[src/include/mem_if_config.svh]
`ifndef MEM_IF_CONFIG_SVH
`define MEM_IF_CONFIG_SVH

// ------------------------------
// word port and line geometry
// ------------------------------

// word address width, one address per 32-bit word
`define MEM_ADDR_W 10

// 32-bit words held in one line
`define WORDS_PER_LINE 2

// line width in bits, words per line times 32
`define LINE_W 64

// ------------------------------
// cache, buffer and store sizing
// ------------------------------

// direct-mapped sets in the cache
`define CACHE_SETS 8

// pending line writes the write buffer can hold
`define WBUF_DEPTH 4

// store cycles from a strobe to its done pulse
`define MEM_LATENCY 6

// size reported on memmapsz, in words
`define MEMMAP_SIZE (1 << `MEM_ADDR_W)

`endif

[src/hdl/mem_if_pkg.sv]
`include "mem_if_config.svh"

package mem_if_pkg;

	// address split between line and word offset
	localparam int WORD_OFS_W = $clog2(`WORDS_PER_LINE);
	localparam int LINE_ADDR_W = `MEM_ADDR_W - WORD_OFS_W;
	localparam int LINE_BYTES = `LINE_W / 8;

	// memory port operations
	typedef enum logic [1:0] {
		op_noop = 2'b00,
		op_write = 2'b01,
		op_read = 2'b10,
		op_read_write = 2'b11
	} mem_op_t;

	typedef logic [`MEM_ADDR_W-1:0] word_addr_t;
	typedef logic [LINE_ADDR_W-1:0] line_addr_t;
	typedef logic [`LINE_W-1:0] line_t;
	// one bit per byte of a line
	typedef logic [LINE_BYTES-1:0] line_mask_t;
	// fill level of the write buffer, 0 up to full
	typedef logic [$clog2(`WBUF_DEPTH + 1)-1:0] wbuf_count_t;

	// one pending line write, set mask bit means byte written
	typedef struct packed {
		line_addr_t addr;
		line_t data;
		line_mask_t mask;
	} wbuf_entry_t;

	// drop the word offset
	function automatic line_addr_t to_line_addr(word_addr_t a);
		return a[`MEM_ADDR_W-1:WORD_OFS_W];
	endfunction

	// word byte selects moved into the lane of the addressed word
	function automatic line_mask_t lane_mask(word_addr_t a, logic [3:0] sel);
		return line_mask_t'(sel) << (4 * a[WORD_OFS_W-1:0]);
	endfunction

	// byte mask widened to a bit mask
	function automatic line_t expand_mask(line_mask_t m);
		line_t bits;
		for (int i = 0; i < LINE_BYTES; i++) begin
			bits[8*i +: 8] = {8{m[i]}};
		end
		return bits;
	endfunction

	// addressed word out of a line
	function automatic logic [31:0] line_word(line_t l, word_addr_t a);
		return l[32*a[WORD_OFS_W-1:0] +: 32];
	endfunction

endpackage

[src/hdl/line_cache.sv]
`timescale 1ns/100ps
`include "mem_if_config.svh"

// direct-mapped line cache with per-byte valid bits
module line_cache (
	input logic clk,
	input logic rst,
	input mem_if_pkg::word_addr_t addr,
	input logic [31:0] wdata,
	input logic [3:0] bytesel,
	input logic wr_en,
	input logic fill_en,
	input mem_if_pkg::word_addr_t fill_addr,
	input mem_if_pkg::line_t fill_data,
	input mem_if_pkg::line_mask_t fill_keep,
	output logic hit,
	output logic [31:0] rd_word,
	output mem_if_pkg::wbuf_entry_t entry
);
	import mem_if_pkg::*;

	localparam int SET_W = $clog2(`CACHE_SETS);
	localparam int TAG_W = LINE_ADDR_W - SET_W;

	logic [TAG_W-1:0] tags [`CACHE_SETS];
	line_t lines [`CACHE_SETS];
	line_mask_t valid [`CACHE_SETS];

	// lookup side, from the port address
	line_addr_t lk_line;
	logic [SET_W-1:0] lk_set;
	logic [TAG_W-1:0] lk_tag;
	logic tag_match;
	line_mask_t sel_mask;
	line_t sel_bits;
	line_t wr_data;
	// fill side, from the saved miss address
	line_addr_t fl_line;
	logic [SET_W-1:0] fl_set;
	logic [TAG_W-1:0] fl_tag;
	line_t keep_bits;

	assign lk_line = to_line_addr(addr);
	assign lk_set = lk_line[SET_W-1:0];
	assign lk_tag = lk_line[LINE_ADDR_W-1:SET_W];
	assign fl_line = to_line_addr(fill_addr);
	assign fl_set = fl_line[SET_W-1:0];
	assign fl_tag = fl_line[LINE_ADDR_W-1:SET_W];

	// word copied into every lane, the mask picks the right one
	assign wr_data = {`WORDS_PER_LINE{wdata}};
	assign sel_mask = lane_mask(addr, bytesel);
	assign sel_bits = expand_mask(sel_mask);
	assign keep_bits = expand_mask(fill_keep);

	// ------------------------------
	// hit and read
	// ------------------------------
	assign tag_match = tags[lk_set] == lk_tag;
	// every selected byte must be valid under the tag
	assign hit = tag_match && ((valid[lk_set] & sel_mask) == sel_mask);
	assign rd_word = line_word(lines[lk_set], addr);

	// same write, shaped for the write buffer
	assign entry = '{addr: lk_line, data: wr_data, mask: sel_mask};

	// ------------------------------
	// tag and data update
	// ------------------------------
	always_ff @(posedge clk) begin
		if (fill_en) begin
			tags[fl_set] <= fl_tag;
			// bytes written by a pending read-write survive the fill
			lines[fl_set] <= (fill_data & ~keep_bits) | (lines[fl_set] & keep_bits);
		end else if (wr_en) begin
			tags[lk_set] <= lk_tag;
			lines[lk_set] <= (wr_data & sel_bits) | (lines[lk_set] & ~sel_bits);
		end
	end

	// byte-valid masks
	always_ff @(posedge clk) begin
		if (rst) begin
			for (int i = 0; i < `CACHE_SETS; i++) begin
				valid[i] <= '0;
			end
		end else if (fill_en) begin
			valid[fl_set] <= '1;
		end else if (wr_en) begin
			// other tag evicts, so the mask starts over
			valid[lk_set] <= (tag_match ? valid[lk_set] : '0) | sel_mask;
		end
	end

endmodule

[config.mk]
export PLATFORM = sky130hd
export DESIGN_NAME = line_cache
export DESIGN_NICKNAME = d
export VERILOG_FILES = /design/src/hdl/mem_if_pkg.sv /design/src/hdl/line_cache.sv
export VERILOG_INCLUDE_DIRS = /design/src /design/src/include
export SDC_FILE = /design/constraint.sdc
export NUM_CORES = 1
export LEC_CHECK = 0
export BUFFER_PORTS_ARGS = -buffer_cell sky130_fd_sc_hd__buf_2
export CAP_MARGIN = 10
export CORE_UTILIZATION = 55
export DETAILED_ROUTE_END_ITERATION = 10
export GPL_TIMING_DRIVEN = 1
export PLACE_DENSITY = 0.77
export RECOVER_POWER = 25
export SYNTH_ARGS = -nofsm -noshare
export SYNTH_HDL_FRONTEND = slang
export SYNTH_SLANG_ARGS = --single-unit
[constraint.sdc]
create_clock -name clk -period 4.8 [get_ports clk]
set_input_delay 0.72 -clock clk [delete_from_list [all_inputs] [get_ports clk]]
set_output_delay 0.72 -clock clk [all_outputs]
set_load 0.05 [all_outputs]
==> impl_metrics.csv <==
group,metric,value,unit
sta,fin_tns_setup,0,ns
clocking,cts_tree,"built",
pwr,power_density,380,nW/um^2
yosys,yosysTopAreaCell,"edfxtp_1",
clocking,cts_resized,0,
routing,drc,0,
sta,finalCritPeriodShare,89.5,%
run_status,status,"finished with violations",
global_routing,track_usage,29.5,%
flow_run,maxCapViolations,3,
worst_setup_path,required,5.11,ns
yosys,synthFlopType,"edfxtp_1",
layout,final_common_cell,"edfxtp_1",
pwr,p_sw,3.33,mW
routing,dr.pass1.iters,5,
yosys,synth_seq_area_share,60.8,%
worst_setup_path,end_kind,"flop",
routing,num_vias,19200,
clocking,cts_root_buffer,"clkbuf_16",
routing,viasPerCell,6.71,
yosys,synth_seq_cells,624,
sta,period_needed,4.30,ns
pwr,internal-power,9.72,mW
place,dp_cells,2742,
pwr,sw_frac_of_total,25.5,%
layout,finalNonFillerCells,2859,
place,pre_cts_ws,0.770,ns
clocking,post_cts_buffers,0,
clocking,cts_buffer_depth,3,
min_path,holdPathStages,3,
global_routing,antenna_found_initial,5,
sta,final.setup_skew,0.0160,ns
clocking,cts_max_level,2,
floorplan,die-area,57000,sq um
place,port_buffers,244,
yosys,synthCells,1912,
sta,worst_pin_slew,2.69,ns
layout,layout_common_cells,"edfxtp_1, mux4_2, buf_2",
global_routing,grt_start_max_net_pins,78,
routing,wirelength,82300,um
routing,wl_per_cell,28.8,um
clocking,cts.clk_slew.worst_paths,0.06,ns
worst_setup_path,start_kind,"input pin",
sta,setup_ws,0.504,ns
clocking,insertion_delay,0.64,ns
run_status,violations,"max-capacitance violations, max-slew violations",
floorplan,design.core.area,55200,sq um
worst_setup_path,crit_chain,"clkbuf_1, inv_1, nor3_1, a21oi_1, nor2_1, buf_4",
layout,finalNetCount,2189,
worst_setup_path,path_class,"in -> reg",
yosys,syn-mean-instance-area,16.1,sq um
floorplan,die_w,239,um
sta,slew_headroom,-79.8,%
floorplan,dieHeight,239,um
worst_setup_path,max_stage_delay,1.98,ns
routing,antenna_left,0,
place,routabilityCongestion,0.850,
worst_setup_path,ff2ff_path_depth,5,
sta,max_freq,233,MHz
pwr,ir_worst_vdd,0.323,mV
global_routing,grt_pass1_vias,19500,
pwr,leakagePower,11.6,nW
yosys,synth-edff-count,624,
yosys,ys_warn_count,0,
yosys,yosysUniqueCellTypes,42,
yosys,yosysTopAreaCellShare,60.8,%
worst_setup_path,crit_slowest_cell,"nor2_1",
routing,drt_iter0_markers,2190,
sta,whs,0.531,ns
pwr,clockPowerShare,36.3,%
pwr,power.share.combinational,14.2,%
clocking,cts_sinks,624,
sta,rsz0062_at_grt,"false",
layout,syn2layout_area_growth,11.6,%
place,detailed_place_hpwl,50100,um
sta,maxSlewViolCount,76,
floorplan,io-pin-count,246,
yosys,ys_async_sr_fraction,0,%
worst_setup_path,worstPathMaxFanout,18,
worst_setup_path,crit_buf_inv,3,
floorplan,placementRows,86,
sta,hold_viol,0,
clocking,cts_buffers,61,
yosys,netlist_top_cells_area,"edfxtp_1, mux4_2, mux2i_1",
global_routing,grt_pass1_wl,123000,um
pwr,seqPwrFrac,49.5,%
layout,drive_gt1_share,28.9,%
min_path,min_path_type,"in -> reg",
yosys,synth_area,30800,sq um
global_routing,overflow,0,
yosys,synth_nets,2044,
worst_setup_path,crit_cells,6,
floorplan,initial_core_util,55.8,%
worst_setup_path,arrival,4.61,ns
sta,setup_viol,0,
worst_setup_path,crit_family,"simple AND/OR/NAND/NOR gates",
clocking,hold_buffers,0,
-- worst min-delay path, cell delays in order --
cell and delay [ns]:
buf_2 0.08, nand2_1 0.04, nand2_1 0.17
-- through the flow --
step	utilization [%]	total power [mW]	area [sq um]
after floorplan	-	7.88	30800
after global placement	58.9	8.37	32500
after detailed placement	58.9	8.43	32500
after CTS	62.5	13.1	34500
after global routing	62.3	13.4	34400
final	62.3	13.1	34400
-- per-layer routing --
metal / GRT usage (%) / vias up / part of all wire [%]
met1: 38.6 / 9800 / 36
met5: 0 / - / 0.016
met3: 5.22 / 190 / 10
met2: 50.1 / 1193 / 51
met4: 10.0 / 2 / 3.5
li1: - / 8007 / -
-- cell families after synthesis --
logic type	share of synthesized area [%]
flops	60.8
mux	23.9
compound gates	6.25
buf+inv	3.77
simple gates	5.30
-- layout make-up --
class                           instances  area (sq um)
Fill cell                            3898         20800
Sequential cell                       624         18700
Multi-Input combinational cell       1066         11000
Timing Repair Buffer                  298          1750
Clock buffer                           73          1610
Tap cell                              748           936
Clock inverter                         41           353
Inverter                                6          22.5
Antenna cell                            3          7.51
-- sequential cells by signal, indices dropped and copies added (netlist names) --
signal / flops
tags: 48
lines: 512
valid: 64
-- synthesized netlist by cell type (15+ instances only) --
master	number
edfxtp_1	624
mux4_2	268
nand2_1	160
nor2_1	153
a21oi_1	122
mux2i_1	116
buf_4	76
o21ai_0	68
clkbuf_1	66
a311o_1	64
buf_1	40
buf_2	34
nor2b_1	15
-- power by group through the flow --
stage | Clock [mW] | Sequential, mW | Combinational (mW)
after detailed placement | 0 | 6.58 | 1.85
after CTS | 4.78 | 6.47 | 1.86
after floorplan | 0 | 6.55 | 1.33
after global placement | 0 | 6.56 | 1.81
after global routing | 4.97 | 6.49 | 1.96
final | 4.74 | 6.47 | 1.85
-- final timing paths --
kind / startpoint / end / slack, ns
min: fill_addr[8] / tags[0][4] / 0.53
min reg2reg: valid[2][1] / valid[3][1] / 1.11
max reg2reg: tags[7][0] / valid[7][1] / 2.30
max: fill_addr[2] / lines[3][25] / 0.50
Note: power is estimated with default switching activity, not from simulation.
