$ cat src/include/mem_if_config.svh
`ifndef MEM_IF_CONFIG_SVH
`define MEM_IF_CONFIG_SVH

// ------------------------------
// word port and line geometry
// ------------------------------

// word address width, one address per 32-bit word
`define MEM_ADDR_W 10

// 32-bit words held in one line
`define WORDS_PER_LINE 2

// line width in bits, words per line times 32
`define LINE_W 64

// ------------------------------
// cache, buffer and store sizing
// ------------------------------

// direct-mapped sets in the cache
`define CACHE_SETS 8

// pending line writes the write buffer can hold
`define WBUF_DEPTH 4

// store cycles from a strobe to its done pulse
`define MEM_LATENCY 6

// size reported on memmapsz, in words
`define MEMMAP_SIZE (1 << `MEM_ADDR_W)

`endif

$ cat src/hdl/mem_if_pkg.sv
`include "mem_if_config.svh"

package mem_if_pkg;

	// address split between line and word offset
	localparam int WORD_OFS_W = $clog2(`WORDS_PER_LINE);
	localparam int LINE_ADDR_W = `MEM_ADDR_W - WORD_OFS_W;
	localparam int LINE_BYTES = `LINE_W / 8;

	// memory port operations
	typedef enum logic [1:0] {
		op_noop = 2'b00,
		op_write = 2'b01,
		op_read = 2'b10,
		op_read_write = 2'b11
	} mem_op_t;

	typedef logic [`MEM_ADDR_W-1:0] word_addr_t;
	typedef logic [LINE_ADDR_W-1:0] line_addr_t;
	typedef logic [`LINE_W-1:0] line_t;
	// one bit per byte of a line
	typedef logic [LINE_BYTES-1:0] line_mask_t;
	// fill level of the write buffer, 0 up to full
	typedef logic [$clog2(`WBUF_DEPTH + 1)-1:0] wbuf_count_t;

	// one pending line write, set mask bit means byte written
	typedef struct packed {
		line_addr_t addr;
		line_t data;
		line_mask_t mask;
	} wbuf_entry_t;

	// drop the word offset
	function automatic line_addr_t to_line_addr(word_addr_t a);
		return a[`MEM_ADDR_W-1:WORD_OFS_W];
	endfunction

	// word byte selects moved into the lane of the addressed word
	function automatic line_mask_t lane_mask(word_addr_t a, logic [3:0] sel);
		return line_mask_t'(sel) << (4 * a[WORD_OFS_W-1:0]);
	endfunction

	// byte mask widened to a bit mask
	function automatic line_t expand_mask(line_mask_t m);
		line_t bits;
		for (int i = 0; i < LINE_BYTES; i++) begin
			bits[8*i +: 8] = {8{m[i]}};
		end
		return bits;
	endfunction

	// addressed word out of a line
	function automatic logic [31:0] line_word(line_t l, word_addr_t a);
		return l[32*a[WORD_OFS_W-1:0] +: 32];
	endfunction

endpackage

$ cat src/hdl/write_buffer.sv
`timescale 1ns/100ps
`include "mem_if_config.svh"

// circular FIFO of pending line writes, head always visible
module write_buffer #(
	parameter type entry_t = mem_if_pkg::wbuf_entry_t,
	parameter int DEPTH = `WBUF_DEPTH
) (
	input logic clk,
	input logic rst,
	input logic push,
	input logic pop,
	input entry_t din,
	output entry_t dout,
	output logic [$clog2(DEPTH+1)-1:0] count
);
	localparam int PTR_W = (DEPTH > 1) ? $clog2(DEPTH) : 1;
	localparam int CNT_W = $clog2(DEPTH + 1);

	entry_t slots [DEPTH];
	logic [PTR_W-1:0] wr_ptr;
	logic [PTR_W-1:0] rd_ptr;
	logic do_push;
	logic do_pop;

	// full push and empty pop are dropped
	assign do_push = push && (count != CNT_W'(DEPTH));
	assign do_pop = pop && (count != '0);
	assign dout = slots[rd_ptr];

	// wrap at DEPTH, not only at a power of two
	function automatic logic [PTR_W-1:0] next_ptr(logic [PTR_W-1:0] p);
		return (p == PTR_W'(DEPTH - 1)) ? '0 : p + 1'b1;
	endfunction

	// ------------------------------
	// storage
	// ------------------------------
	always_ff @(posedge clk) begin
		if (do_push) begin
			slots[wr_ptr] <= din;
		end
	end

	// ------------------------------
	// pointers and fill count
	// ------------------------------
	always_ff @(posedge clk) begin
		if (rst) begin
			wr_ptr <= '0;
			rd_ptr <= '0;
			count <= '0;
		end else begin
			if (do_push) begin
				wr_ptr <= next_ptr(wr_ptr);
			end
			if (do_pop) begin
				rd_ptr <= next_ptr(rd_ptr);
			end
			count <= count + CNT_W'(do_push) - CNT_W'(do_pop);
		end
	end

	// back-pressure upstream must keep writes out of a full buffer
	assert property (@(posedge clk) disable iff (rst) !(push && count == CNT_W'(DEPTH)));
	// drain side only pops what is there
	assert property (@(posedge clk) disable iff (rst) !(pop && count == '0));

endmodule

$ cat config.mk
export PLATFORM = sky130hd
export DESIGN_NAME = write_buffer
export DESIGN_NICKNAME = d
export VERILOG_FILES = /design/src/hdl/mem_if_pkg.sv /design/src/hdl/write_buffer.sv
export VERILOG_INCLUDE_DIRS = /design/src /design/src/include
export SDC_FILE = /design/constraint.sdc
export NUM_CORES = 1
export LEC_CHECK = 0
export BUFFER_PORTS_ARGS = -buffer_cell sky130_fd_sc_hd__buf_2
export CORE_MARGIN = 10
export CORE_UTILIZATION = 53
export CTS_BUF_LIST = sky130_fd_sc_hd__clkbuf_4
export CTS_CLUSTER_DIAMETER = 120
export DETAILED_ROUTE_END_ITERATION = 6
export GPL_ROUTABILITY_DRIVEN = 0
export PLACE_DENSITY = 0.89
export SLEW_MARGIN = 25
export SYNTH_ARGS = -nofsm -noshare
export SYNTH_HDL_FRONTEND = slang
export SYNTH_SLANG_ARGS = --single-unit
$ cat constraint.sdc
create_clock -name clk -period 3.3 [get_ports clk]
set_input_delay 0.33 -clock clk [delete_from_list [all_inputs] [get_ports clk]]
set_output_delay 0.33 -clock clk [all_outputs]
set_load 0.01 [all_outputs]
==> results of run 1 <==
[layout by cell type (no fill, tap or decap), types with 2 or more instances in the layout]
cell	synthesis	layout
buf_4	0	12
inv_1	3	3
edfxtp_1	324	324
clkbuf_4	0	114
buf_12	8	5
ha_1	6	6
dlygate4sd3_1	0	82
clkinv_1	0	21
a21oi_1	2	2
nand2b_1	2	2
bufinv_16	0	2
clkinv_2	0	4
mux2i_1	2	2
nor3_1	2	2
diode_2	0	4
mux4_2	81	81
and2_4	0	4
dfxtp_1	9	7
buf_2	8	168
nor2_1	7	7
dfxtp_4	0	2
[per-layer routing]
layer	vias to the layer above	global-route usage (%)	part of all wire [%]
li1	2750	-	-
met1	3149	19.8	36
met2	258	29.8	54
met3	43	5.40	8.5
met4	0	7.23	2.0
met5	-	0	0
[state kept, by name, indices dropped and copies added (netlist names), named ones only]
register and cells:
count 3, rd_ptr 2, slots 324, wr_ptr 2
[how the worst min path moves through the flow]
stage / startpoint / endpoint / slack, ns / cells after the start
after CTS: pop / flip-flop / 0.03 / 4
after detailed placement: rd_ptr[0] / flip-flop / 0.49 / 2
after floorplan: din[0] / slots[0][0] / 0.43 / 0
final: pop / flip-flop / 0.09 / 4
after global routing: pop / flip-flop / 0.06 / 4
after global placement: rd_ptr[0] / flip-flop / 0.48 / 2
[metrics by stage]
stage          cell area (um^2)  setup slack (ns)  util (%)
4_1_cts                   15300             0.366      67.3
2_1_floorplan             12200            0.0226         -
5_1_grt                   15300             0.289      67.3
3_5_place_dp              13400              1.00      59.2
3_3_place_gp              13400              1.10      59.2
6_report                  15300             0.485      67.3
[timing repair]
action / CTS / global route
hold buffers: 82 / 0
endpoints found under the hold margin: 331 / 0
setup endpoints to repair: 0 / 0
[area by class of cell]
class | count | share of cell area, %
flip-flops and latches | 333 | 64.8
multi-input cells | 116 | 13.8
diodes | 4 | 0.0654
well taps | 285 | 2.33
repair buffers | 267 | 12.1
clock buffers | 114 | 5.60
clock inverters | 29 | 1.15
inverters | 3 | 0.0736
[cell families after synthesis]
logic type,Yosys count
DFF,333
muxes,84
buffers and inverters,22
and+or+nand+nor,19
AOI/OAI and AO/OA,4
xor gates and xnor gates,2
adders and majority gates,7
[tightest hold or removal path, delay by kind of cell]
family / cells / cell delay, ns
and+or+nand+nor: 1 / 0.09
AOI/OAI and AO/OA: 2 / 0.15
buffers and inverters: 1 / 0.12
[power by group through the flow]
stage	Clock (W)	Combinational (W)	Sequential, W
global route	0.00363	0.00250	0.00549
floorplan	0	0.00157	0.00542
finish	0.00331	0.00232	0.00544
detailed placement	0	0.00228	0.00554
global placement	0	0.00222	0.00548
CTS	0.00338	0.00237	0.00545
==> results by group, run 1 <==
STA
  • Min Clock Period, post-route: 2.82 ns
  • Fmax: 355 MHz
  • RSZ-0062 raised after global routing: false
  • Worst slew pin tran: 0.706 ns
  • Rel. slew slack: 52.9%
  • # setup viols final: 0
  • Post-Route Skew: 0.0566 ns
  • Tcrit/Tclk final: 85.3%
  • Setup_tns: 0 ns
  • Hold WS: 0.0905 ns
  • Hold Fails Final Rpt: 0
  • Slew Viols, Final: 0

Final layout
  • Finished Layout Cells: 1151
  • Filler Cell Count: 1407
  • Area growth, synth to finish: 24.9%
  • FF/Latch Area: 9920 um^2
  • Layout cell share with drive strength beyond 1: 46.1%
  • Multi-input gate area: 2120 um^2
  • Final #Nets: 894

Yosys
  • Post-synth EDFFs: 324
  • Top post-synthesis cells by count: edfxtp_1 (324), mux4_2 (81), dfxtp_1 (9)
  • Post-Syn Area: 12200 um^2
  • Sequential fraction of the synthesis area: 80.9%
  • Simple logic cell fraction of the synthesized area: 0.787%
  • Main synth FF type: edfxtp_1
  • Syn_nets: 563
  • Cell taking the most area after synthesis: edfxtp_1
  • Post-synth ARST share: 0%
  • Compound-gate portion of the synthesized area: 0.347%
  • Largest family of logic cells by synthesized area: multiplexers
  • Synth top area share: 79.4%
  • YS warnings: 0
  • Post-synth cell types: 24
  • Post-synthesis register bit count: 333
  • Synth Area in XOR/XNOR: 0.143%
  • Syn Area/Cell: 26.0 um^2
  • Area contributors post-synth: edfxtp_1 (79%), mux4_2 (15%), dfxtp_1 (1.5%)
  • Mux share of post-synthesis cell area: 15.2%
  • Most common cell in the netlist: edfxtp_1
  • Mapped Cells: 471
  • Synth Area in Adders: 0.776%

Setup path
  • Flop-to-flop setup slack: 1.03 ns
  • Critical path arrival: 2.49 ns
  • R2R cell count: 9
  • Crit path buffers/inverters: 2
  • Critical path type: reg -> out
  • Crit path capture: dout[47]
  • R2R Path Start: count[1]
  • CP cell instances: buf_12 > mux4_2 > buf_2
  • Largest stage delay on the critical path: 0.74 ns
  • Worst R2R End: count[2]
  • Worst path depth: 3
  • Worst-path fanout max: 29
  • Critical Path Source Type: flip-flop
  • Slowest CP cell: dfxtp_4
  • Delay-heaviest family, CP: flip-flops
  • CP Capture Type: primary output
  • WP data required: 2.97 ns

Placed design
  • DPL Wire Length: 14900 um
  • PortBufs: 168
  • Post-Place Cells: 922

Floorplan
  • Die width: 172 um
  • Initial Utilization: 53.9%
  • Die area: 29600 um^2
  • Site row count: 55
  • Die Span Y: 172 um
  • Area of the core: 22700 um^2
  • I/O pins: 169

Global routing
  • Vias in the first global route: 7112
  • Wire length of the first global-routing pass: 39200 um
  • Pin count of the biggest net entering global routing: 45
  • Total GRT Usage: 17.4%
  • Remaining Overflow, GRT: 0
  • Initial antenna violation count: 4

Pwr
  • Gate power share: 20.9%
  • Sw frac: 26.9%
  • Net Sw Power: 0.00298 W
  • Seq pwr share: 49.1%
  • Pint: 0.00809 W
  • P_leak: 5.33 nW
  • VDD IR max: 0.000428 V
  • Pwr Density: 723 nW/um^2
  • Total Power: 0.0111 W
  • Clock power frac: 29.9%

Clocking
  • Clock root buffer: clkbuf_4
  • Clock-pin slew on the worst setup and hold paths: 0.07 ns
  • Post-cts sizing count: 0
  • CTS Buffer Depth: 3
  • CTS buffer count: 81
  • Setup bufs post-CTS: 0
  • CTS tree: yes
  • CTS HTree Levels: 3
  • CTS Sinks: 333
  • Worst-skew pair later-pin latency: 0.67 ns

Routing
  • Residual DRC: 0
  • Via density: 5.39
  • Iter 0 DRT Violations: 450
  • Pre-Repair DR Iteration Count: 5
  • Total Routed Length: 25000 um
  • Via count: 6200
  • Wire length per cell: 21.7 um
  • Final ANT Viol Nets: 0

Hold path
  • Worst Hold Class: in -> reg

Run
  • Max cap viols: 0

Status
  • Outcome: finished, final reports clean
(Power assumes the default switching activity.)
==> run 2, diff against run 1 <==
--- a/config.mk
+++ b/config.mk
@@ -13,6 +13,7 @@
 export CTS_CLUSTER_DIAMETER = 120
 export DETAILED_ROUTE_END_ITERATION = 6
 export GPL_ROUTABILITY_DRIVEN = 0
+export GPL_TIMING_DRIVEN = 0
 export PLACE_DENSITY = 0.89
 export SLEW_MARGIN = 25
 export SYNTH_ARGS = -nofsm -noshare
==> run 2 against run 1 <==
Compared with the run above: hold slack improved by 0.052 ns; flip-flop and latch count unchanged; via count decreased by 1.8%; cell count decreased by 0.61%; critical path type unchanged; first-iteration DRC count decreased by 9.1%; utilization increased by 0.33 points; global-route usage decreased by 0.11 points; critical path depth increased by 1; setup slack improved by 0.093 ns; die area unchanged; non-clock buffer count increased by 6.
==> results by group, run 2 (synthesis results as in run 1) <==
Status
  • Outcome: finished, final reports clean

Setup path
  • CP cell instances: clkbuf_1 > buf_2 > mux4_2 > buf_2
  • Critical path arrival: 2.39 ns
  • R2R Path Start: count[1]
  • Delay-heaviest family, CP: buffers and inverters
  • Critical Path Source Type: flip-flop
  • Critical path type: reg -> out
  • CP Capture Type: primary output
  • Crit path buffers/inverters: 3
  • Most used cell, CP: buf_2
  • WP data required: 2.97 ns
  • Worst-path fanout max: 10
  • Largest stage delay on the critical path: 0.52 ns
  • Slowest CP cell: clkbuf_1

Pwr
  • Pwr Density: 721 nW/um^2
  • Net Sw Power: 0.00296 W
  • Sw frac: 26.7%
  • Pint: 0.00813 W
  • Clock power frac: 28.7%
  • VDD IR max: 0.000459 V
  • P_leak: 5.36 nW
  • Gate power share: 23.1%
  • Seq pwr share: 48.2%

Global routing
  • Vias in the first global route: 7038
  • Remaining Overflow, GRT: 0
  • Initial antenna violation count: 1
  • Pin count of the biggest net entering global routing: 44
  • Wire length of the first global-routing pass: 38900 um
  • Total GRT Usage: 17.3%

STA
  • Slew Viols, Final: 0
  • Hold WS: 0.142 ns
  • Hold Fails Final Rpt: 0
  • RSZ-0062 raised after global routing: false
  • Post-Route Skew: 0.0499 ns
  • Setup_tns: 0 ns
  • Worst slew pin tran: 0.683 ns
  • Setup ws final: 0.578 ns
  • Rel. slew slack: 54.5%
  • Tcrit/Tclk final: 82.5%
  • Fmax: 367 MHz
  • # setup viols final: 0
  • Min Clock Period, post-route: 2.72 ns

Placed design
  • Post-Place Cells: 928
  • Placement Cell Area: 13600 um^2
  • Pre-CTS WS: 0.927 ns
  • DPL Wire Length: 14900 um
  • PortBufs: 168

Hold path
  • Min-Delay Startpoint: pop
  • Worst Hold Class: in -> reg

Floorplan
  • I/O pins: 169
  • Initial Utilization: 53.9%
  • Die Span Y: 172 um
  • Area of the core: 22700 um^2
  • Die area: 29600 um^2
  • Site row count: 55
  • Die width: 172 um

Clocking
  • Setup bufs post-CTS: 0
  • Clock root buffer: clkbuf_4
  • Post-cts sizing count: 0
  • CTS HTree Levels: 3
  • CTS Sinks: 333
  • CTS tree: yes
  • CTS buffer count: 81
  • CTS Buffer Depth: 3
  • Worst-skew pair later-pin latency: 0.66 ns
  • Clock-pin slew on the worst setup and hold paths: 0.06 ns

Routing
  • Iter 0 DRT Violations: 409
  • Via density: 5.32
  • Residual DRC: 0
  • Final ANT Viol Nets: 0
  • Pre-Repair DR Iteration Count: 4
  • Total Routed Length: 25000 um
  • Wire length per cell: 21.8 um
  • Via count: 6089

Final layout
  • Largest register by flop count: slots
  • Largest regs: slots (324), count (3)
  • Final #Nets: 900
  • Post-Layout Inst Area: 15400 um^2
  • Finished Layout Cells: 1144
  • Layout cell share with drive strength beyond 1: 46.0%
  • Area growth, synth to finish: 25.5%
  • Number of flip-flops in the largest register: 324
  • Most common cell after layout, fill and taps aside: edfxtp_1
  • Commonest non-fill, non-tap cells in the layout: edfxtp_1 (324), buf_2 (176), clkbuf_4 (110), dlygate4sd3_1 (82), mux4_2 (81)

Run
  • Max cap viols: 0
-- run 2: per-layer routing --
layer,global-route usage (%),up-vias,wire (um)
met5,0,-,0
met3,5.59,23,1820
met2,29.9,215,13500
li1,-,2744,-
met4,5.43,0,272
met1,20.1,3107,9360
-- run 2: path summary, 6_finish.rpt --
check	slack, ns	endpoint	cells after the start
setup / recovery	0.58	dout[48]	4
hold / removal	0.14	flip-flop	4
hold reg to reg	0.53	wr_ptr[1]	2
setup reg to reg	0.95	count[2]	9
-- run 2: stage by stage --
step                power [W]  utilization (%)
finish                 0.0111             67.7
global placement      0.00784             59.2
floorplan             0.00699                -
detailed placement    0.00795             59.7
global route           0.0117             67.7
CTS                    0.0112             67.7
-- run 2: cell type report --
class	count	area (um^2)
well taps	285	357
inverters	3	11.3
plain buffers	19	219
multi-input cells	116	2120
diodes	1	2.50
repair buffers	254	1770
clock inverters	23	155
clock buffers	110	826
flip-flops and latches	333	9910
fillers	1416	7340
-- run 2: worst min-delay path: cells and delay by family --
family | cells | cell delay [ns]
mux | 1 | 0.10
compound gates | 1 | 0.09
simple gates | 1 | 0.08
buf+inv | 1 | 0.12
-- run 2: timing repair --
action	CTS	global route
hold buffers	82	0
hold endpoints to repair	325	0
endpoints found under the setup margin	0	0
-- run 2: power groups by stage --
stage	logic (W)	clock network [W]	registers, W
detailed placement	0.00253	0	0.00542
CTS	0.00262	0.00328	0.00534
floorplan	0.00157	0	0.00542
global route	0.00277	0.00356	0.00537
global placement	0.00238	0	0.00545
finish	0.00256	0.00319	0.00534
