<file path="src/include/mem_if_config.svh">
`ifndef MEM_IF_CONFIG_SVH
`define MEM_IF_CONFIG_SVH

// ------------------------------
// word port and line geometry
// ------------------------------

// word address width, one address per 32-bit word
`define MEM_ADDR_W 10

// 32-bit words held in one line
`define WORDS_PER_LINE 2

// line width in bits, words per line times 32
`define LINE_W 64

// ------------------------------
// cache, buffer and store sizing
// ------------------------------

// direct-mapped sets in the cache
`define CACHE_SETS 8

// pending line writes the write buffer can hold
`define WBUF_DEPTH 4

// store cycles from a strobe to its done pulse
`define MEM_LATENCY 6

// size reported on memmapsz, in words
`define MEMMAP_SIZE (1 << `MEM_ADDR_W)

`endif

</file>
<file path="src/hdl/mem_if_pkg.sv">
`include "mem_if_config.svh"

package mem_if_pkg;

	// address split between line and word offset
	localparam int WORD_OFS_W = $clog2(`WORDS_PER_LINE);
	localparam int LINE_ADDR_W = `MEM_ADDR_W - WORD_OFS_W;
	localparam int LINE_BYTES = `LINE_W / 8;

	// memory port operations
	typedef enum logic [1:0] {
		op_noop = 2'b00,
		op_write = 2'b01,
		op_read = 2'b10,
		op_read_write = 2'b11
	} mem_op_t;

	typedef logic [`MEM_ADDR_W-1:0] word_addr_t;
	typedef logic [LINE_ADDR_W-1:0] line_addr_t;
	typedef logic [`LINE_W-1:0] line_t;
	// one bit per byte of a line
	typedef logic [LINE_BYTES-1:0] line_mask_t;
	// fill level of the write buffer, 0 up to full
	typedef logic [$clog2(`WBUF_DEPTH + 1)-1:0] wbuf_count_t;

	// one pending line write, set mask bit means byte written
	typedef struct packed {
		line_addr_t addr;
		line_t data;
		line_mask_t mask;
	} wbuf_entry_t;

	// drop the word offset
	function automatic line_addr_t to_line_addr(word_addr_t a);
		return a[`MEM_ADDR_W-1:WORD_OFS_W];
	endfunction

	// word byte selects moved into the lane of the addressed word
	function automatic line_mask_t lane_mask(word_addr_t a, logic [3:0] sel);
		return line_mask_t'(sel) << (4 * a[WORD_OFS_W-1:0]);
	endfunction

	// byte mask widened to a bit mask
	function automatic line_t expand_mask(line_mask_t m);
		line_t bits;
		for (int i = 0; i < LINE_BYTES; i++) begin
			bits[8*i +: 8] = {8{m[i]}};
		end
		return bits;
	endfunction

	// addressed word out of a line
	function automatic logic [31:0] line_word(line_t l, word_addr_t a);
		return l[32*a[WORD_OFS_W-1:0] +: 32];
	endfunction

endpackage

</file>
<file path="src/hdl/line_bus_if.sv">
`timescale 1ns/100ps

// link between the backend sequencer and the line store
interface line_bus_if;
	import mem_if_pkg::*;

	// one-cycle strobes, never both high
	logic rd;
	logic wr;
	// line address and write payload, sampled with the strobe
	line_addr_t addr;
	line_t wdata;
	line_mask_t wmask;
	// read line, valid with done
	line_t rdata;
	// pulses MEM_LATENCY cycles after a strobe
	logic done;

	// sequencer side
	modport seq (
		output rd, wr, addr, wdata, wmask,
		input rdata, done
	);

	// store side
	modport store (
		input rd, wr, addr, wdata, wmask,
		output rdata, done
	);

endinterface

</file>
<file path="src/hdl/backend_seq.sv">
`timescale 1ns/100ps

// one store access at a time, buffer drains or a line fetch
module backend_seq (
	input logic clk,
	input logic rst,
	input mem_if_pkg::wbuf_count_t wbuf_count,
	input mem_if_pkg::wbuf_entry_t wbuf_head,
	input logic fetch_req,
	input logic rw_pending,
	input mem_if_pkg::line_addr_t fetch_addr,
	output logic wbuf_pop,
	output logic fetch_done,
	output mem_if_pkg::line_t fetch_data,
	line_bus_if.seq bus
);
	import mem_if_pkg::*;

	// access in flight, and whether it is the fetch
	logic busy;
	logic reading;
	logic fetch_ok;
	logic start_fetch;
	logic start_drain;

	// ------------------------------
	// issue decision
	// ------------------------------
	// fetch sees the store current: buffer empty, or only
	// the read-write entry that must land after the read
	assign fetch_ok = (wbuf_count == '0) ||
		(rw_pending && (wbuf_count == wbuf_count_t'(1)));
	assign start_fetch = !busy && fetch_req && fetch_ok;
	// otherwise keep draining
	assign start_drain = !busy && !start_fetch && (wbuf_count != '0);

	// strobes leave in the decision cycle, head popped with them
	assign bus.rd = start_fetch;
	assign bus.wr = start_drain;
	assign bus.addr = start_fetch ? fetch_addr : wbuf_head.addr;
	assign bus.wdata = wbuf_head.data;
	assign bus.wmask = wbuf_head.mask;
	assign wbuf_pop = start_drain;

	// ------------------------------
	// busy tracking
	// ------------------------------
	always_ff @(posedge clk) begin
		if (rst) begin
			busy <= 1'b0;
			reading <= 1'b0;
		end else if (start_fetch || start_drain) begin
			busy <= 1'b1;
			reading <= start_fetch;
		end else if (bus.done) begin
			busy <= 1'b0;
			reading <= 1'b0;
		end
	end

	// line returned to the controller and cache
	assign fetch_done = busy && reading && bus.done;
	assign fetch_data = bus.rdata;

endmodule

</file>
<file path="src/flat_wrapper.sv">
// flat-port wrapper written by rule: the top's interface ports become plain ports
module backend_seq_flat import mem_if_pkg::*;
  (clk, rst, wbuf_count, wbuf_head, fetch_req, rw_pending, fetch_addr, wbuf_pop, fetch_done, fetch_data, bus_rd, bus_wr, bus_addr, bus_wdata, bus_wmask, bus_rdata, bus_done);
  line_bus_if bus_i ();
  input logic clk;
  input logic rst;
  input mem_if_pkg::wbuf_count_t wbuf_count;
  input mem_if_pkg::wbuf_entry_t wbuf_head;
  input logic fetch_req;
  input logic rw_pending;
  input mem_if_pkg::line_addr_t fetch_addr;
  output logic wbuf_pop;
  output logic fetch_done;
  output mem_if_pkg::line_t fetch_data;
  output wire logic [$bits(bus_i.rd)-1:0] bus_rd;
  output wire logic [$bits(bus_i.wr)-1:0] bus_wr;
  output wire logic [$bits(bus_i.addr)-1:0] bus_addr;
  output wire logic [$bits(bus_i.wdata)-1:0] bus_wdata;
  output wire logic [$bits(bus_i.wmask)-1:0] bus_wmask;
  input wire logic [$bits(bus_i.rdata)-1:0] bus_rdata;
  input wire logic [$bits(bus_i.done)-1:0] bus_done;
  assign bus_rd = bus_i.rd;
  assign bus_wr = bus_i.wr;
  assign bus_addr = bus_i.addr;
  assign bus_wdata = bus_i.wdata;
  assign bus_wmask = bus_i.wmask;
  assign bus_i.rdata = bus_rdata;
  assign bus_i.done = bus_done;
  backend_seq u_core (.clk(clk), .rst(rst), .wbuf_count(wbuf_count), .wbuf_head(wbuf_head), .fetch_req(fetch_req), .rw_pending(rw_pending), .fetch_addr(fetch_addr), .wbuf_pop(wbuf_pop), .fetch_done(fetch_done), .fetch_data(fetch_data), .bus(bus_i));
endmodule
</file>
<file path="config.mk">
export PLATFORM = sky130hd
export DESIGN_NAME = backend_seq_flat
export DESIGN_NICKNAME = d
export VERILOG_FILES = /design/src/hdl/mem_if_pkg.sv /design/src/hdl/line_bus_if.sv /design/src/hdl/backend_seq.sv /design/src/flat_wrapper.sv
export VERILOG_INCLUDE_DIRS = /design/src /design/src/include
export SDC_FILE = /design/constraint.sdc
export NUM_CORES = 1
export LEC_CHECK = 0
export BUFFER_PORTS_ARGS = -buffer_cell sky130_fd_sc_hd__buf_2
export CAP_MARGIN = 5
export CORE_AREA = 2 2 122 124
export CTS_BUF_LIST = sky130_fd_sc_hd__clkbuf_8
export DETAILED_ROUTE_END_ITERATION = 16
export DIE_AREA = 0 0 124 126
export GPL_ROUTABILITY_DRIVEN = 0
export GPL_TIMING_DRIVEN = 0
export SKIP_CTS_REPAIR_TIMING = 1
export SYNTH_ARGS = -nofsm -noshare
export SYNTH_HDL_FRONTEND = slang
export SYNTH_SLANG_ARGS = --single-unit
export TNS_END_PERCENT = 5
</file>
<file path="constraint.sdc">
create_clock -name clk -period 2.43 [get_ports clk]
set_clock_uncertainty 0.15 [all_clocks]
set_input_delay 0.3645 -clock clk [delete_from_list [all_inputs] [get_ports clk]]
set_output_delay 0.3645 -clock clk [all_outputs]
set_load 0.005 [all_outputs]
</file>
==> results of run 1 <==
## per-layer routing
layer,vias up,wire (um),global-route usage
li1,717,-,-
met1,572,1410,0.0453
met2,169,2670,0.106
met3,0,742,0.00861
met4,0,0,0.00397
met5,-,0,0
## Yosys cell counts, types with 2 or more instances
master,instances
buf_4,137
dfxtp_1,2
nor3_1,2
mux2_4,8
nor2_1,2
## placed cells by master, fill, tap and decap left out, types with 2 or more instances in the layout
cell type and count:
clkbuf_8 3, dfxtp_1 2, buf_2 174, nor2_1 2
buf_4 137, mux2_4 8, nor3_1 2
## state kept, by name (all words and copies together), names as in the netlist
register,flops
u_core.reading,1
u_core.busy,1
## how the worst max path moves through the flow
| stage | startpoint | to | slack (ns) | cells past startpoint |
|---|---|---|---|---|
| 2_1_floorplan | rw_pending | wbuf_pop | 0.70 | 6 |
| 3_3_place_gp | wbuf_count[1] | bus_addr[0] | 0.44 | 7 |
| 3_5_place_dp | wbuf_count[1] | bus_addr[5] | 0.44 | 7 |
| 4_1_cts | u_core.busy | bus_addr[5] | 0.37 | 5 |
| 5_1_grt | u_core.busy | bus_addr[5] | 0.27 | 5 |
| 6_report | u_core.busy | bus_addr[5] | 0.40 | 5 |
## power by group
part / switching [mW] / internal [mW]
clock: 0.0249 / 0.105
sequential: 0.00196 / 0.0348
combinational: 0.107 / 0.253
total: 0.134 / 0.392
## final cells by class
type | instances | area share
Sequential cell | 2 | 0.0165
Tap cell | 184 | 0.0950
Inverter | 1 | 0.00155
Timing Repair Buffer | 174 | 0.360
Clock buffer | 3 | 0.0170
Multi-Input combinational cell | 20 | 0.0811
Buffer | 138 | 0.429
## kinds of logic after synthesis
group,share of synthesized area
AO/OA/AOI/OAI,0.0147
buffers and inverters,0.815
flip-flops,0.0313
multiplexers,0.103
AND/OR/NAND/NOR,0.0362
## through the flow
stage                     hold WS [ns]  utilization  power [mW]  setup slack, ns  instance area, um^2
after global placement           0.397        0.166       0.400            0.438                 2380
after detailed placement         0.402        0.166       0.402            0.443                 2380
final                            0.186        0.169       0.526            0.402                 2420
after global routing             0.195        0.169       0.570            0.274                 2420
after CTS                        0.184        0.169       0.537            0.374                 2420
after floorplan                  0.284            -       0.247            0.702                 1280
==> impl_metrics.yaml, run 1 <==
power_and_ir_drop:
  powerDensity_mw_per_mm2: 217
  ir_worst_vdd_uv: 98.7
  leakage_nw: 1.48
detailed_routing:
  vias: 1458
  firstDrtPassIters: 3
  drc: 0
  wl_per_cell_um: 9.24
  viasPerCell: 2.79
  drt-initial-drc-count: 13
  ant_nets: 0
  wl_um: 4820
layout:
  area_growth_pct: 89.2
  stdcell_count: 522
  regArea_um2: 40.0
  fillers: 1605
  multi_input_area_um2: 196
  fin_nets: 502
  antenna-diode-count: 0
  drive_gt1_frac: 0.964
logic_synthesis:
  yosys_warnings: 0
  avgSynthCellArea_um2: 7.95
  synthTopCellsByArea: "buf_4 (80%), mux2_4 (9.4%), dfxtp_1 (3.1%), buf_6 (0.88%), mux2_2 (0.88%)"
  async_flop_share: 0
  ys_seq_area_frac: 0.0313
  synthDistinctLibCells: 15
  ys.flop_type: "dfxtp_1"
  synth_edf_count: 0
  synthesis.area_mm2: 0.00128
  synth_seq_cells: 2
  synth_largest_area_cell: "buf_4"
  syn_inst: 161
  synth_nets: 323
  synth_top_area_frac: 0.804
die:
  die-height_um: 126
  die_x_um: 124
  die_area_mm2: 0.0156
  rows: 44
  ioPinCount: 311
  core_area_mm2: 0.0143
  initial_core_util: 0.0894
worst_setup_path:
  path_max_fanout: 10
  reg2reg_depth: 2
  path_buf_inv: 3
  crit_path_top_delay_cell: "dfxtp_1"
  path_delay_family: "buffers and inverters"
  rrSetupSlack_ns: 1.47
  crit_path_end_kind: "primary output"
  max_stage_delay_ns: 0.34
  r2r_start: "u_core.busy"
  cp_cell_sequence: "nand4b_1, inv_2, buf_6, mux2_4, buf_2"
  worstPathRequired_ns: 1.92
  cp-start-kind: "flop"
  rr_endpoint: "u_core.busy"
  cp.arrival_ns: 1.51
  crit_type: "flop to primary output"
sta:
  setup_viol_count_final: 0
  relSlewSlack: 0.776
  period_share: 0.835
  slew_violations: 0
  hold_viol_final: 0
  worst_pin_slew_ns: 0.334
  timing.fmax_mhz: 493
  fin_crit_ns: 2.03
  timing.setup.tns_ns: 0
  rsz0062_at_grt: "no"
place:
  dp_cells: 519
  numPortBuffers: 174
global_route:
  grt_max_degree: 11
  grt_pass1_vias: 1290
  globalRouteOverflowTotal: 0
  grt_pass1_wl_um: 5870
  antenna_found_initial: 0
  grt_use_total: 0.0481
clock_network:
  clock_latency_ns: 0.21
  clock-sinks: 2
  max-clock-path-buffers: 2
  cts-buffers-inserted: 3
  clk_pin_slew_ns: 0.03
  root_buffer: "clkbuf_8"
  h-tree-depth: 1
  tritoncts: "yes"
worst_hold_path:
  hold_path_class: "input port to flop"
  hp-start: "rst"
  hold_path_depth: 2
  holdPathEnd: "u_core.reading"
outcome:
  outcome: "completed"
flow_run:
  max_cap_viol_count: 0
Note: power is estimated with default switching activity, not from simulation.
==> run 2, diff against run 1 <==
--- a/config.mk
+++ b/config.mk
@@ -8,10 +8,10 @@
 export LEC_CHECK = 0
 export BUFFER_PORTS_ARGS = -buffer_cell sky130_fd_sc_hd__buf_2
 export CAP_MARGIN = 5
-export CORE_AREA = 2 2 122 124
+export CORE_AREA = 2 2 120 122
 export CTS_BUF_LIST = sky130_fd_sc_hd__clkbuf_8
 export DETAILED_ROUTE_END_ITERATION = 16
-export DIE_AREA = 0 0 124 126
+export DIE_AREA = 0 0 122 124
 export GPL_ROUTABILITY_DRIVEN = 0
 export GPL_TIMING_DRIVEN = 0
 export SKIP_CTS_REPAIR_TIMING = 1
==> constraint.sdc (replaced) <==
create_clock -name clk -period 2 [get_ports clk]
set_clock_uncertainty 0.15 [all_clocks]
set_input_delay 0.3 -clock clk [delete_from_list [all_inputs] [get_ports clk]]
set_output_delay 0.3 -clock clk [all_outputs]
set_load 0.005 [all_outputs]
==> run 2 against run 1 <==
Cell count down 0.77%. Routed wire length down 8.4%. Clock power up 19%. Design area up 0.36%. Global-route usage down 0.38 points. Sequential power up 22%. Critical path type unchanged. Flip-flop and latch count unchanged. Die area down 3.2%. First-iteration DRC count up 15%. Largest power group unchanged. Combinational power up 21%. Sequential share of layout area about the same.
==> impl_metrics.yaml, run 2 (synthesized netlist as in run 1, its figures left out) <==
outcome:
  outcome: "completed"
power_and_ir_drop:
  p_clk_frac: 0.244
  seqPwrFrac: 0.071
  power.switching_uw: 157
  ir_worst_vdd_uv: 93.3
  switching_share: 0.247
  intPower_uw: 478
  leakage_nw: 1.48
  comb_power_share: 0.685
  powerDensity_mw_per_mm2: 261
place:
  place_ws_ns: 0.191
  dp_cells: 515
  hpwl_um: 4210
  numPortBuffers: 174
worst_setup_path:
  crit_path_end_kind: "primary output"
  cp-start-kind: "flop"
  path_max_fanout: 10
  cp.arrival_ns: 1.47
  crit_type: "flop to primary output"
  worstPathRequired_ns: 1.55
sta:
  worst_pin_slew_ns: 0.383
  period_share: 0.959
  hold_viol_final: 0
  setup_slack_ns: 0.0814
  setup_viol_count_final: 0
  timing.setup.tns_ns: 0
  rsz0062_at_grt: "no"
  slew_violations: 0
  relSlewSlack: 0.743
  fin_crit_ns: 1.92
  timing.fmax_mhz: 521
detailed_routing:
  ant_nets: 0
  route.met3.wl_um: 592
  viasPerCell: 2.86
  wl_per_cell_um: 8.53
  firstDrtPassIters: 2
  wl_met2_um: 2630
  wl_um: 4420
  vias: 1483
  drt-initial-drc-count: 15
  drc: 0
  m1WireLength_um: 1200
  routed.top_layer: "met3"
worst_hold_path:
  hold_path_class: "input port to flop"
global_route:
  grt_use_total: 0.0443
  antenna_found_initial: 0
  globalRouteOverflowTotal: 0
  grt_pass1_wl_um: 5380
  grt_max_degree: 11
  grt_pass1_vias: 1204
die:
  core_area_mm2: 0.0137
  die_area_mm2: 0.0151
  die_x_um: 122
  initial_core_util: 0.0933
  ioPinCount: 311
  die-height_um: 124
  rows: 43
clock_network:
  max-clock-path-buffers: 2
  clock_latency_ns: 0.21
  clock-sinks: 2
  root_buffer: "clkbuf_8"
  cts-buffers-inserted: 3
  tritoncts: "yes"
  h-tree-depth: 1
  clk_pin_slew_ns: 0.03
layout:
  final_common_cell: "buf_2"
  area_growth_pct: 89.9
  reg.largest.list: "u_core.busy (1), u_core.reading (1)"
  final_cell_mix: "buf_2 (174), buf_4 (137), mux2_4 (8)"
  antenna-diode-count: 0
  fin_nets: 502
  drive_gt1_frac: 0.967
  stdcell_count: 518
flow_run:
  max_cap_viol_count: 0
## run 2: worst max-delay path: stages, from the launching register on
cell	delay, ns
dfxtp_1	0.34
nand4b_1	0.23
inv_2	0.12
buf_12	0.14
mux2_4	0.30
buf_2	0.13
## run 2: layer usage
| metal | global-route usage | vias to the layer above |
|---|---|---|
| met5 | 0 | - |
| met4 | 0.00862 | 0 |
| met3 | 0.00549 | 0 |
| met2 | 0.0957 | 154 |
| met1 | 0.0444 | 609 |
| li1 | - | 720 |
## run 2: per-stage QoR
stage | total power, mW | util | hold slack (ns) | cell area, um^2
finish | 0.634 | 0.177 | 0.118 | 2430
CTS | 0.646 | 0.176 | 0.113 | 2420
detailed placement | 0.484 | 0.173 | 0.324 | 2380
global route | 0.692 | 0.177 | 0.116 | 2430
floorplan | 0.300 | - | 0.219 | 1280
global placement | 0.481 | 0.173 | 0.330 | 2380
## run 2: worst paths after layout
| check | end | cells after the start | startpoint | slack, ns |
|---|---|---|---|---|
| max reg2reg | u_core.busy | 2 | u_core.busy | 1.00 |
| min | u_core.reading | 2 | rst | 0.12 |
| max | bus_addr[4] | 5 | u_core.busy | 0.08 |
| min reg2reg | u_core.busy | 1 | u_core.busy | 0.42 |
## run 2: final cells by class
type / instances / area [um^2]
inverter: 1 / 3.75
tap: 180 / 225
timing repair buffer: 174 / 871
fill: 1544 / 11300
buffer: 138 / 1050
clock buffer: 3 / 41.3
multi-input combinational: 20 / 201
sequential: 2 / 40.0
## run 2: power by group through the flow
stage	logic [mW]	registers [mW]	clock network (mW)
after floorplan	0.255	0.0443	0
after global placement	0.436	0.0448	0
after detailed placement	0.439	0.0448	0
after CTS	0.441	0.0445	0.160
after global routing	0.477	0.0454	0.169
final	0.435	0.0448	0.155
